`src/hdl/level_mon_pkg.sv`:
```
package level_mon_pkg;

  localparam int CHAN_W  = 5;    // channel number width, sets the ram address layout
  localparam int RAM_TOP = 128;  // first wishbone address above the threshold ram

  // checker sequencing, one read and one compare per threshold
  typedef enum logic [1:0] {
    LC_IDLE,
    LC_READ,
    LC_CMP,
    LC_SEND
  } lc_state_e;

  // register map, also used as the registered read selector
  typedef enum logic [15:0] {
    REG_SOFT_VALID = 16'h0080,
    REG_HARD_VALID = 16'h0081,
    REG_SOFT_SRC   = 16'h0082,  // write clears the soft latch
    REG_SOFT_VAL   = 16'h0083,
    REG_HARD_SRC   = 16'h0084,  // write clears the hard latch
    REG_HARD_VAL   = 16'h0085,
    REG_INRANGE_LO = 16'h0086,
    REG_INRANGE_HI = 16'h0087,
    REG_OVERRUN    = 16'h0088
  } wb_reg_e;

endpackage

```
`src/hdl/adc_sample_capture.sv`:
```
`timescale 1ns/1ps

module adc_sample_capture #(
  parameter int ADC_W = 12
) (
  input  logic                              wb_clk_i,
  input  logic                              wb_rst_i,
  input  logic                              adc_strb_i,
  input  logic [level_mon_pkg::CHAN_W-1:0]  adc_channel_i,
  input  logic [ADC_W-1:0]                  adc_result_i,
  input  logic                              smp_done_i,
  output logic                              smp_valid_o,
  output logic [level_mon_pkg::CHAN_W-1:0]  smp_channel_o,
  output logic [ADC_W-1:0]                  smp_value_o,
  output logic [15:0]                       ovr_count_o
);

  logic accept;

  assign accept = adc_strb_i & ~smp_valid_o;  // holder empty

  always_ff @(posedge wb_clk_i) begin
    if (wb_rst_i) begin
      smp_valid_o <= 1'b0;
      ovr_count_o <= '0;
    end else begin
      if (smp_done_i) begin
        smp_valid_o <= 1'b0;  // checker is through with it
      end
      if (accept) begin
        smp_valid_o <= 1'b1;
      end else if (adc_strb_i && ovr_count_o != 16'hffff) begin
        // busy, the sample is dropped and only counted
        ovr_count_o <= ovr_count_o + 16'd1;
      end
    end
  end

  always_ff @(posedge wb_clk_i) begin
    if (accept) begin
      smp_channel_o <= adc_channel_i;
      smp_value_o   <= adc_result_i;
    end
  end

endmodule

```
`src/hdl/thresh_ram.sv`:
```
`timescale 1ns/1ps

module thresh_ram #(
  parameter int ADC_W = 12
) (
  input  logic                              wb_clk_i,
  input  logic                              ram_we_i,
  input  logic                              ram_wb_rd_i,
  input  logic [level_mon_pkg::CHAN_W+1:0]  ram_addr_i,
  input  logic [ADC_W-1:0]                  ram_wdata_i,
  input  logic                              lc_rd_i,
  input  logic [level_mon_pkg::CHAN_W+1:0]  lc_addr_i,
  output logic [ADC_W-1:0]                  rdata_o,
  output logic                              lc_rvalid_o
);

  import level_mon_pkg::*;

  logic [ADC_W-1:0]  mem [2**(CHAN_W+2)];  // {set, channel, polarity}
  logic [CHAN_W+1:0] rd_addr;

  assign rd_addr = ram_wb_rd_i ? ram_addr_i : lc_addr_i;  // wishbone wins the port

  always_ff @(posedge wb_clk_i) begin
    if (ram_we_i) begin
      mem[ram_addr_i] <= ram_wdata_i;
    end
    rdata_o <= mem[rd_addr];
    // tag follows the data, so the checker knows whose read came back
    lc_rvalid_o <= lc_rd_i & ~ram_wb_rd_i;
  end

endmodule

```
`src/hdl/level_checker.sv`:
```
`timescale 1ns/1ps

module level_checker #(
  parameter int ADC_W = 12
) (
  input  logic                              wb_clk_i,
  input  logic                              wb_rst_i,
  input  logic                              smp_valid_i,
  input  logic [level_mon_pkg::CHAN_W-1:0]  smp_channel_i,
  input  logic [ADC_W-1:0]                  smp_value_i,
  input  logic                              soft_en_i,
  input  logic                              hard_en_i,
  input  logic [ADC_W-1:0]                  rdata_i,
  input  logic                              lc_rvalid_i,
  output logic                              lc_rd_o,
  output logic [level_mon_pkg::CHAN_W+1:0]  lc_addr_o,
  output logic                              smp_done_o,
  output logic                              res_strb_o,
  output logic                              res_soft_hit_o,
  output logic                              res_hard_hit_o,
  output logic                              res_hard_checked_o,
  output logic [level_mon_pkg::CHAN_W-1:0]  res_channel_o,
  output logic [ADC_W-1:0]                  res_value_o
);

  import level_mon_pkg::*;

  lc_state_e  state;
  logic [1:0] idx;   // soft low, soft high, hard low, hard high
  logic       over;

  // low threshold trips below it, high threshold above it, equal is fine
  assign over = idx[0] ? (smp_value_i > rdata_i) : (smp_value_i < rdata_i);

  assign lc_rd_o    = (state == LC_READ);
  assign lc_addr_o  = {idx[1], smp_channel_i, idx[0]};
  assign smp_done_o = (state == LC_SEND);  // frees the holder
  assign res_strb_o = (state == LC_SEND);

  // sample stays held until smp_done, so the result can show it directly
  assign res_channel_o = smp_channel_i;
  assign res_value_o   = smp_value_i;

  always_ff @(posedge wb_clk_i) begin
    if (wb_rst_i) begin
      state              <= LC_IDLE;
      idx                <= 2'd0;
      res_soft_hit_o     <= 1'b0;
      res_hard_hit_o     <= 1'b0;
      res_hard_checked_o <= 1'b0;
    end else begin
      case (state)
        LC_IDLE: begin
          if (smp_valid_i) begin
            state              <= LC_READ;
            idx                <= 2'd0;
            res_soft_hit_o     <= 1'b0;
            res_hard_hit_o     <= 1'b0;
            res_hard_checked_o <= 1'b0;
          end
        end
        LC_READ: begin
          state <= LC_CMP;
        end
        LC_CMP: begin
          if (!lc_rvalid_i) begin
            state <= LC_READ;  // wishbone took the port, ask again
          end else begin
            if (idx[1]) begin
              if (hard_en_i) begin
                res_hard_hit_o     <= res_hard_hit_o | over;
                res_hard_checked_o <= 1'b1;
              end
            end else if (soft_en_i) begin
              res_soft_hit_o <= res_soft_hit_o | over;
            end
            idx   <= idx + 2'd1;
            state <= (idx == 2'd3) ? LC_SEND : LC_READ;
          end
        end
        LC_SEND: begin
          state <= LC_IDLE;
        end
        default: begin
          state <= LC_IDLE;
        end
      endcase
    end
  end

endmodule

```
`src/hdl/viol_status.sv`:
```
`timescale 1ns/1ps

module viol_status #(
  parameter int ADC_W = 12
) (
  input  logic                                 wb_clk_i,
  input  logic                                 wb_rst_i,
  input  logic                                 res_strb_i,
  input  logic                                 res_soft_hit_i,
  input  logic                                 res_hard_hit_i,
  input  logic                                 res_hard_checked_i,
  input  logic [level_mon_pkg::CHAN_W-1:0]     res_channel_i,
  input  logic [ADC_W-1:0]                     res_value_i,
  input  logic                                 clr_soft_i,
  input  logic                                 clr_hard_i,
  output logic                                 soft_viol_o,
  output logic                                 hard_viol_o,
  output logic                                 level_done_o,
  output logic [level_mon_pkg::CHAN_W:0]       soft_src_o,
  output logic [ADC_W-1:0]                     soft_val_o,
  output logic [level_mon_pkg::CHAN_W:0]       hard_src_o,
  output logic [ADC_W-1:0]                     hard_val_o,
  output logic [2**level_mon_pkg::CHAN_W-1:0]  v_in_range_o
);

  import level_mon_pkg::*;

  logic soft_take;
  logic hard_take;

  // only the first violation since the last clear is kept
  assign soft_take = res_strb_i & res_soft_hit_i & ~soft_src_o[CHAN_W] & ~clr_soft_i;
  assign hard_take = res_strb_i & res_hard_hit_i & ~hard_src_o[CHAN_W] & ~clr_hard_i;

  always_ff @(posedge wb_clk_i) begin
    if (wb_rst_i) begin
      soft_viol_o  <= 1'b0;
      hard_viol_o  <= 1'b0;
      level_done_o <= 1'b0;
      soft_src_o   <= '0;
      hard_src_o   <= '0;
      v_in_range_o <= '0;
    end else begin
      soft_viol_o  <= res_strb_i & res_soft_hit_i;
      hard_viol_o  <= res_strb_i & res_hard_hit_i;
      level_done_o <= res_strb_i;
      if (clr_soft_i) begin
        soft_src_o <= '0;
      end else if (soft_take) begin
        soft_src_o <= {1'b1, res_channel_i};
      end
      if (clr_hard_i) begin
        hard_src_o <= '0;
      end else if (hard_take) begin
        hard_src_o <= {1'b1, res_channel_i};
      end
      if (res_strb_i && res_hard_checked_i) begin
        v_in_range_o[res_channel_i] <= ~res_hard_hit_i;
      end
    end
  end

  always_ff @(posedge wb_clk_i) begin
    if (soft_take) soft_val_o <= res_value_i;
    if (hard_take) hard_val_o <= res_value_i;
  end

endmodule

```
`src/hdl/wb_level_regs.sv`:
```
`timescale 1ns/1ps

module wb_level_regs (
  input  logic                                 wb_clk_i,
  input  logic                                 wb_rst_i,
  input  logic                                 wb_cyc_i,
  input  logic                                 wb_stb_i,
  input  logic                                 wb_we_i,
  input  logic [15:0]                          wb_adr_i,
  input  logic [15:0]                          wb_dat_i,
  input  logic                                 soft_reset_i,
  input  logic [15:0]                          rdata_i,
  input  logic [level_mon_pkg::CHAN_W:0]       soft_src_i,
  input  logic [15:0]                          soft_val_i,
  input  logic [level_mon_pkg::CHAN_W:0]       hard_src_i,
  input  logic [15:0]                          hard_val_i,
  input  logic [2**level_mon_pkg::CHAN_W-1:0]  v_in_range_i,
  input  logic [15:0]                          ovr_count_i,
  output logic [15:0]                          wb_dat_o,
  output logic                                 wb_ack_o,
  output logic                                 ram_we_o,
  output logic                                 ram_wb_rd_o,
  output logic [level_mon_pkg::CHAN_W+1:0]     ram_addr_o,
  output logic [15:0]                          ram_wdata_o,
  output logic                                 soft_en_o,
  output logic                                 hard_en_o,
  output logic                                 clr_soft_o,
  output logic                                 clr_hard_o
);

  import level_mon_pkg::*;

  logic    wb_trans;
  logic    wb_ram;
  logic    rd_ram;   // current ack returns ram data
  wb_reg_e adr_sel;
  wb_reg_e rd_sel;

  assign wb_trans = wb_cyc_i & wb_stb_i & ~wb_ack_o;  // new transfer
  assign wb_ram   = (wb_adr_i < 16'(RAM_TOP));
  assign adr_sel  = wb_reg_e'(wb_adr_i);

  assign ram_we_o    = wb_trans & wb_ram & wb_we_i;
  assign ram_wb_rd_o = wb_trans & wb_ram & ~wb_we_i;  // takes the read port from the checker
  assign ram_addr_o  = wb_adr_i[CHAN_W+1:0];
  assign ram_wdata_o = wb_dat_i;

  always_ff @(posedge wb_clk_i) begin
    if (wb_rst_i) begin
      wb_ack_o   <= 1'b0;
      soft_en_o  <= 1'b0;
      hard_en_o  <= 1'b0;
      clr_soft_o <= 1'b0;
      clr_hard_o <= 1'b0;
    end else begin
      wb_ack_o   <= wb_trans;  // single cycle ack
      clr_soft_o <= 1'b0;
      clr_hard_o <= 1'b0;
      if (wb_trans && wb_we_i && !wb_ram) begin
        case (adr_sel)
          REG_SOFT_VALID: soft_en_o  <= wb_dat_i[0];
          REG_HARD_VALID: hard_en_o  <= wb_dat_i[0];
          REG_SOFT_SRC:   clr_soft_o <= 1'b1;
          REG_HARD_SRC:   clr_hard_o <= 1'b1;
          default: ;
        endcase
      end
      if (soft_reset_i) begin
        soft_en_o <= 1'b0;  // overrides a write in the same cycle
      end
    end
  end

  always_ff @(posedge wb_clk_i) begin
    if (wb_trans) begin
      rd_ram <= wb_ram;
      rd_sel <= adr_sel;
    end
  end

  // read data lines up with ack
  always_comb begin
    if (rd_ram) begin
      wb_dat_o = rdata_i;
    end else begin
      case (rd_sel)
        REG_SOFT_VALID: wb_dat_o = {15'd0, soft_en_o};
        REG_HARD_VALID: wb_dat_o = {15'd0, hard_en_o};
        REG_SOFT_SRC:   wb_dat_o = 16'(soft_src_i);
        REG_SOFT_VAL:   wb_dat_o = soft_val_i;
        REG_HARD_SRC:   wb_dat_o = 16'(hard_src_i);
        REG_HARD_VAL:   wb_dat_o = hard_val_i;
        REG_INRANGE_LO: wb_dat_o = v_in_range_i[15:0];
        REG_INRANGE_HI: wb_dat_o = v_in_range_i[31:16];
        REG_OVERRUN:    wb_dat_o = ovr_count_i;
        default:        wb_dat_o = 16'd0;  // unused addresses
      endcase
    end
  end

endmodule

```
`src/hdl/level_mon_top.sv`:
```
`timescale 1ns/1ps

module level_mon_top #(
  parameter int ADC_W = 12
) (
  input  logic                              wb_clk_i,
  input  logic                              wb_rst_i,
  input  logic                              wb_cyc_i,
  input  logic                              wb_stb_i,
  input  logic                              wb_we_i,
  input  logic [15:0]                       wb_adr_i,
  input  logic [15:0]                       wb_dat_i,
  output logic [15:0]                       wb_dat_o,
  output logic                              wb_ack_o,
  input  logic                              adc_strb_i,
  input  logic [level_mon_pkg::CHAN_W-1:0]  adc_channel_i,
  input  logic [ADC_W-1:0]                  adc_result_i,
  input  logic                              soft_reset_i,
  output logic                              soft_viol_o,
  output logic                              hard_viol_o,
  output logic                              level_done_o,
  output logic [31:0]                       v_in_range_o
);

  import level_mon_pkg::*;

  localparam int PAD = 16 - ADC_W;  // zero fill up to the bus width

  logic              smp_valid, smp_done;
  logic [CHAN_W-1:0] smp_channel;
  logic [ADC_W-1:0]  smp_value;
  logic [15:0]       ovr_count;
  logic              ram_we, ram_wb_rd, lc_rd, lc_rvalid;
  logic [CHAN_W+1:0] ram_addr, lc_addr;
  logic [15:0]       ram_wdata;
  logic [ADC_W-1:0]  rdata;
  logic              soft_en, hard_en, clr_soft, clr_hard;
  logic              res_strb, res_soft_hit, res_hard_hit, res_hard_checked;
  logic [CHAN_W-1:0] res_channel;
  logic [ADC_W-1:0]  res_value;
  logic [CHAN_W:0]   soft_src, hard_src;
  logic [ADC_W-1:0]  soft_val, hard_val;

  adc_sample_capture #(.ADC_W(ADC_W)) adc_sample_capture_i (
    .wb_clk_i(wb_clk_i), .wb_rst_i(wb_rst_i),
    .adc_strb_i(adc_strb_i), .adc_channel_i(adc_channel_i), .adc_result_i(adc_result_i),
    .smp_done_i(smp_done), .smp_valid_o(smp_valid), .smp_channel_o(smp_channel),
    .smp_value_o(smp_value), .ovr_count_o(ovr_count)
  );

  thresh_ram #(.ADC_W(ADC_W)) thresh_ram_i (
    .wb_clk_i(wb_clk_i), .ram_we_i(ram_we), .ram_wb_rd_i(ram_wb_rd),
    .ram_addr_i(ram_addr), .ram_wdata_i(ram_wdata[ADC_W-1:0]),
    .lc_rd_i(lc_rd), .lc_addr_i(lc_addr), .rdata_o(rdata), .lc_rvalid_o(lc_rvalid)
  );

  level_checker #(.ADC_W(ADC_W)) level_checker_i (
    .wb_clk_i(wb_clk_i), .wb_rst_i(wb_rst_i),
    .smp_valid_i(smp_valid), .smp_channel_i(smp_channel), .smp_value_i(smp_value),
    .soft_en_i(soft_en), .hard_en_i(hard_en), .rdata_i(rdata), .lc_rvalid_i(lc_rvalid),
    .lc_rd_o(lc_rd), .lc_addr_o(lc_addr), .smp_done_o(smp_done), .res_strb_o(res_strb),
    .res_soft_hit_o(res_soft_hit), .res_hard_hit_o(res_hard_hit),
    .res_hard_checked_o(res_hard_checked), .res_channel_o(res_channel),
    .res_value_o(res_value)
  );

  viol_status #(.ADC_W(ADC_W)) viol_status_i (
    .wb_clk_i(wb_clk_i), .wb_rst_i(wb_rst_i),
    .res_strb_i(res_strb), .res_soft_hit_i(res_soft_hit), .res_hard_hit_i(res_hard_hit),
    .res_hard_checked_i(res_hard_checked), .res_channel_i(res_channel),
    .res_value_i(res_value), .clr_soft_i(clr_soft), .clr_hard_i(clr_hard),
    .soft_viol_o(soft_viol_o), .hard_viol_o(hard_viol_o), .level_done_o(level_done_o),
    .soft_src_o(soft_src), .soft_val_o(soft_val), .hard_src_o(hard_src),
    .hard_val_o(hard_val), .v_in_range_o(v_in_range_o)
  );

  wb_level_regs wb_level_regs_i (
    .wb_clk_i(wb_clk_i), .wb_rst_i(wb_rst_i),
    .wb_cyc_i(wb_cyc_i), .wb_stb_i(wb_stb_i), .wb_we_i(wb_we_i),
    .wb_adr_i(wb_adr_i), .wb_dat_i(wb_dat_i), .soft_reset_i(soft_reset_i),
    .rdata_i({{PAD{1'b0}}, rdata}),
    .soft_src_i(soft_src), .soft_val_i({{PAD{1'b0}}, soft_val}),
    .hard_src_i(hard_src), .hard_val_i({{PAD{1'b0}}, hard_val}),
    .v_in_range_i(v_in_range_o), .ovr_count_i(ovr_count),
    .wb_dat_o(wb_dat_o), .wb_ack_o(wb_ack_o),
    .ram_we_o(ram_we), .ram_wb_rd_o(ram_wb_rd), .ram_addr_o(ram_addr),
    .ram_wdata_o(ram_wdata), .soft_en_o(soft_en), .hard_en_o(hard_en),
    .clr_soft_o(clr_soft), .clr_hard_o(clr_hard)
  );

endmodule

```
`config.mk`:
```
export PLATFORM = sky130hd
export DESIGN_NAME = level_mon_top
export DESIGN_NICKNAME = d
export VERILOG_FILES = /design/src/hdl/level_mon_pkg.sv /design/src/hdl/adc_sample_capture.sv /design/src/hdl/thresh_ram.sv /design/src/hdl/level_checker.sv /design/src/hdl/viol_status.sv /design/src/hdl/wb_level_regs.sv /design/src/hdl/level_mon_top.sv
export SDC_FILE = /design/constraint.sdc
export NUM_CORES = 2
export LEC_CHECK = 0
export BUFFER_PORTS_ARGS = -buffer_cell sky130_fd_sc_hd__buf_2
export CAP_MARGIN = 25
export CORE_MARGIN = 10
export CORE_UTILIZATION = 47
export CTS_CLUSTER_DIAMETER = 120
export CTS_CLUSTER_SIZE = 10
export DETAILED_ROUTE_END_ITERATION = 7
export PLACE_DENSITY = 0.65
export SYNTH_ARGS = -nofsm -noshare
export SYNTH_HDL_FRONTEND = slang
export SYNTH_HIERARCHICAL = 1
export SYNTH_SLANG_ARGS = --single-unit
export TNS_END_PERCENT = 20
```
`constraint.sdc`:
```
create_clock -name wb_clk_i -period 5.3 [get_ports wb_clk_i]
set_input_delay 0.53 -clock wb_clk_i [delete_from_list [all_inputs] [get_ports wb_clk_i]]
set_output_delay 0.53 -clock wb_clk_i [all_outputs]
set_load 0.1 [all_outputs]
```
==> impl_metrics.tcl <==
set metrics [dict create \
    outcome "finished clean" \
    grt_usage 0.210 \
    multiInputGateArea_mm2 0.0158 \
    worst-path-stages 6 \
    syn-cell-area_mm2 0.0666 \
    cp_max_fo 20 \
    place_congestion 0.867 \
    max_stage_delay_ps 740 \
    yosysWarningCount 6 \
    clock.fmax_mhz 228 \
    cp_slowest_cell "edfxtp_1" \
    areaGrowthSynthToFinish_pct 14.3 \
    cts_tree "done" \
    wl_um 168000 \
    grt_start_max_net_pins 96 \
    clk_latency_ps 820 \
    rows 138 \
    power.density_mw_per_mm2 356 \
    cts_buffers 186 \
    grt_pass1_vias 34800 \
    path_buf_inv 1 \
    place_ws_ps 836 \
    syn_area_per_cell_um2 19.1 \
    cp_top_family "simple AND/OR/NAND/NOR gates" \
    rsz0062_at_grt "no" \
    setup.worst_path.class "reg -> out" \
    drc_errors 0 \
    fill_cells 10900 \
    numPortBuffers 103 \
    regArea_mm2 0.0496 \
    ioPinCount 108 \
    grt_overflow 0 \
    tightest_slew_ps 1060 \
    die_area_mm2 0.157 \
    slew_viol_final 0 \
    die_x_um 396 \
    vias_per_cell 6.11 \
    core_mm2 0.141 \
    fin_tns_setup_ps 0 \
    cap_violations 0 \
    power_mw 27.1 \
    post_cts_buffers 0 \
    cp-end-kind "output port" \
    cts.path.max_buffers 3 \
    clk_pin_slew_worst_paths_ps 60 \
    grt_pass1_wl_um 243000 \
    initial_core_util 0.472 \
    hold_path_class "in -> reg" \
    dieHeight_um 396 \
    cp.arrival_ps 3850 \
    min_period_ps 4380 \
    drive_gt1_frac 0.244 \
    period_share 0.826 \
    setup_ws_ps 921 \
    wl_per_cell_um 29.1 \
    fin_util 0.539 \
    max_slew_margin 0.293 \
    finClkSkew_ps 54.4 \
    layout.nets 3894 \
    vias 35300 \
    reg2regPathDepth 12 \
    synthCells 3491 \
    drt_iter0_drc 3923 \
    startpoint_type "flop" \
    cts_max_level 4 \
    hpwl_um 103000 \
    cts-root-buf "clkbuf_16" \
    worst_ep_required_time_ps 4770 \
    dr.pass1.iters 7 \
    ant_nets 0 \
    clkSinkCount 1683 \
    peakVddDrop_mv 0.355 \
    setup_viol 0 \
    grt_antenna_before_repair 5 \
    min_path_cells 4 \
    p_leak_nw 25.8 \
    hold_viol_final 0 \
    path_cells "nor3_1, nand2_1, nor2_1, a221oi_1, a32oi_1, buf_2" \
]
-- tightest hold or removal path: stages --
cell and delay, ps:
buf_2 100, nand2_1 40, or2_2 140, nor2_1 40
-- per-layer routing --
metal  track usage  wire (um)  part of all wire
met5             0         16          0.000095
met4        0.0587       4180             0.025
met3        0.0404      14800             0.088
met2         0.333      79600              0.47
met1         0.297      69000              0.41
-- path summary, 6_finish.rpt --
check	to	from	slack, ps
max	wb_dat_o[9]	wb_level_regs_i/rd_sel[1]$_DFFE_PP_	920
max reg2reg	thresh_ram_i/rdata_o[7]$_DFF_P_	wb_level_regs_i/wb_ack_o$_SDFF_PP0_	1190
min reg2reg	viol_status_i/hard_src_o[1]$_SDFFE_PP0P_	viol_status_i/hard_src_o[1]$_SDFFE_PP0P_	490
min	wb_level_regs_i/wb_ack_o$_SDFF_PP0_	wb_stb_i	80
-- metrics by stage --
| stage | instances | cell area [um2] | hold slack [ps] |
|---|---|---|---|
| finish | 5769 | 76100 | 75.7 |
| detailed placement | 5489 | 70500 | 474 |
| global route | 5766 | 76100 | 64.3 |
| CTS | 5757 | 75900 | 12.9 |
| global placement | 5481 | 70500 | 467 |
| floorplan | 3502 | 66600 | 453 |
-- sequential cells by signal, indices dropped and copies added (netlist names), 2 cells and up --
| register | count |
|---|---|
| adc_sample_capture_i/ovr_count_o | 16 |
| viol_status_i/hard_src_o | 6 |
| viol_status_i/soft_val_o | 12 |
| viol_status_i/hard_val_o | 12 |
| viol_status_i/v_in_range_o | 32 |
| adc_sample_capture_i/smp_value_o | 12 |
| wb_level_regs_i/rd_sel | 16 |
| viol_status_i/soft_src_o | 6 |
| thresh_ram_i/mem | 1536 |
| adc_sample_capture_i/smp_channel_o | 5 |
| level_checker_i/idx | 2 |
| level_checker_i/state | 2 |
| thresh_ram_i/rdata_o | 12 |
-- power by group --
group | switching [mW] | internal [mW]
logic | 0.857 | 0.408
registers | 0.0499 | 14.6
clock network | 4.90 | 6.32
total | 5.81 | 21.3
-- layout by cell type, fill, tap and decap left out, types with 71 or more instances in the layout --
master     instances
clkbuf_16        186
dfxtp_1           89
buf_4            220
buf_2             91
nor2_1           168
a21oi_1           71
mux4_2           252
mux2_2            88
o221ai_1          96
nand2_1           81
edfxtp_1        1594
mux2i_1          279
-- final cells by class --
| cell class | count | area share |
|---|---|---|
| antenna | 3 | 0.0000986 |
| clock buffer | 224 | 0.0630 |
| tap | 1890 | 0.0311 |
| clock inverter | 16 | 0.00385 |
| inverter | 28 | 0.00138 |
| sequential | 1683 | 0.652 |
| multi-input combinational | 1546 | 0.207 |
| timing repair buffer | 379 | 0.0414 |
-- repair_timing --
item / in CTS / in global routing
hold buffers: 28 / 2
endpoints found under the hold margin: 29 / 13
resized for setup: 0 / 0
Note: power is estimated with default switching activity, not from simulation.
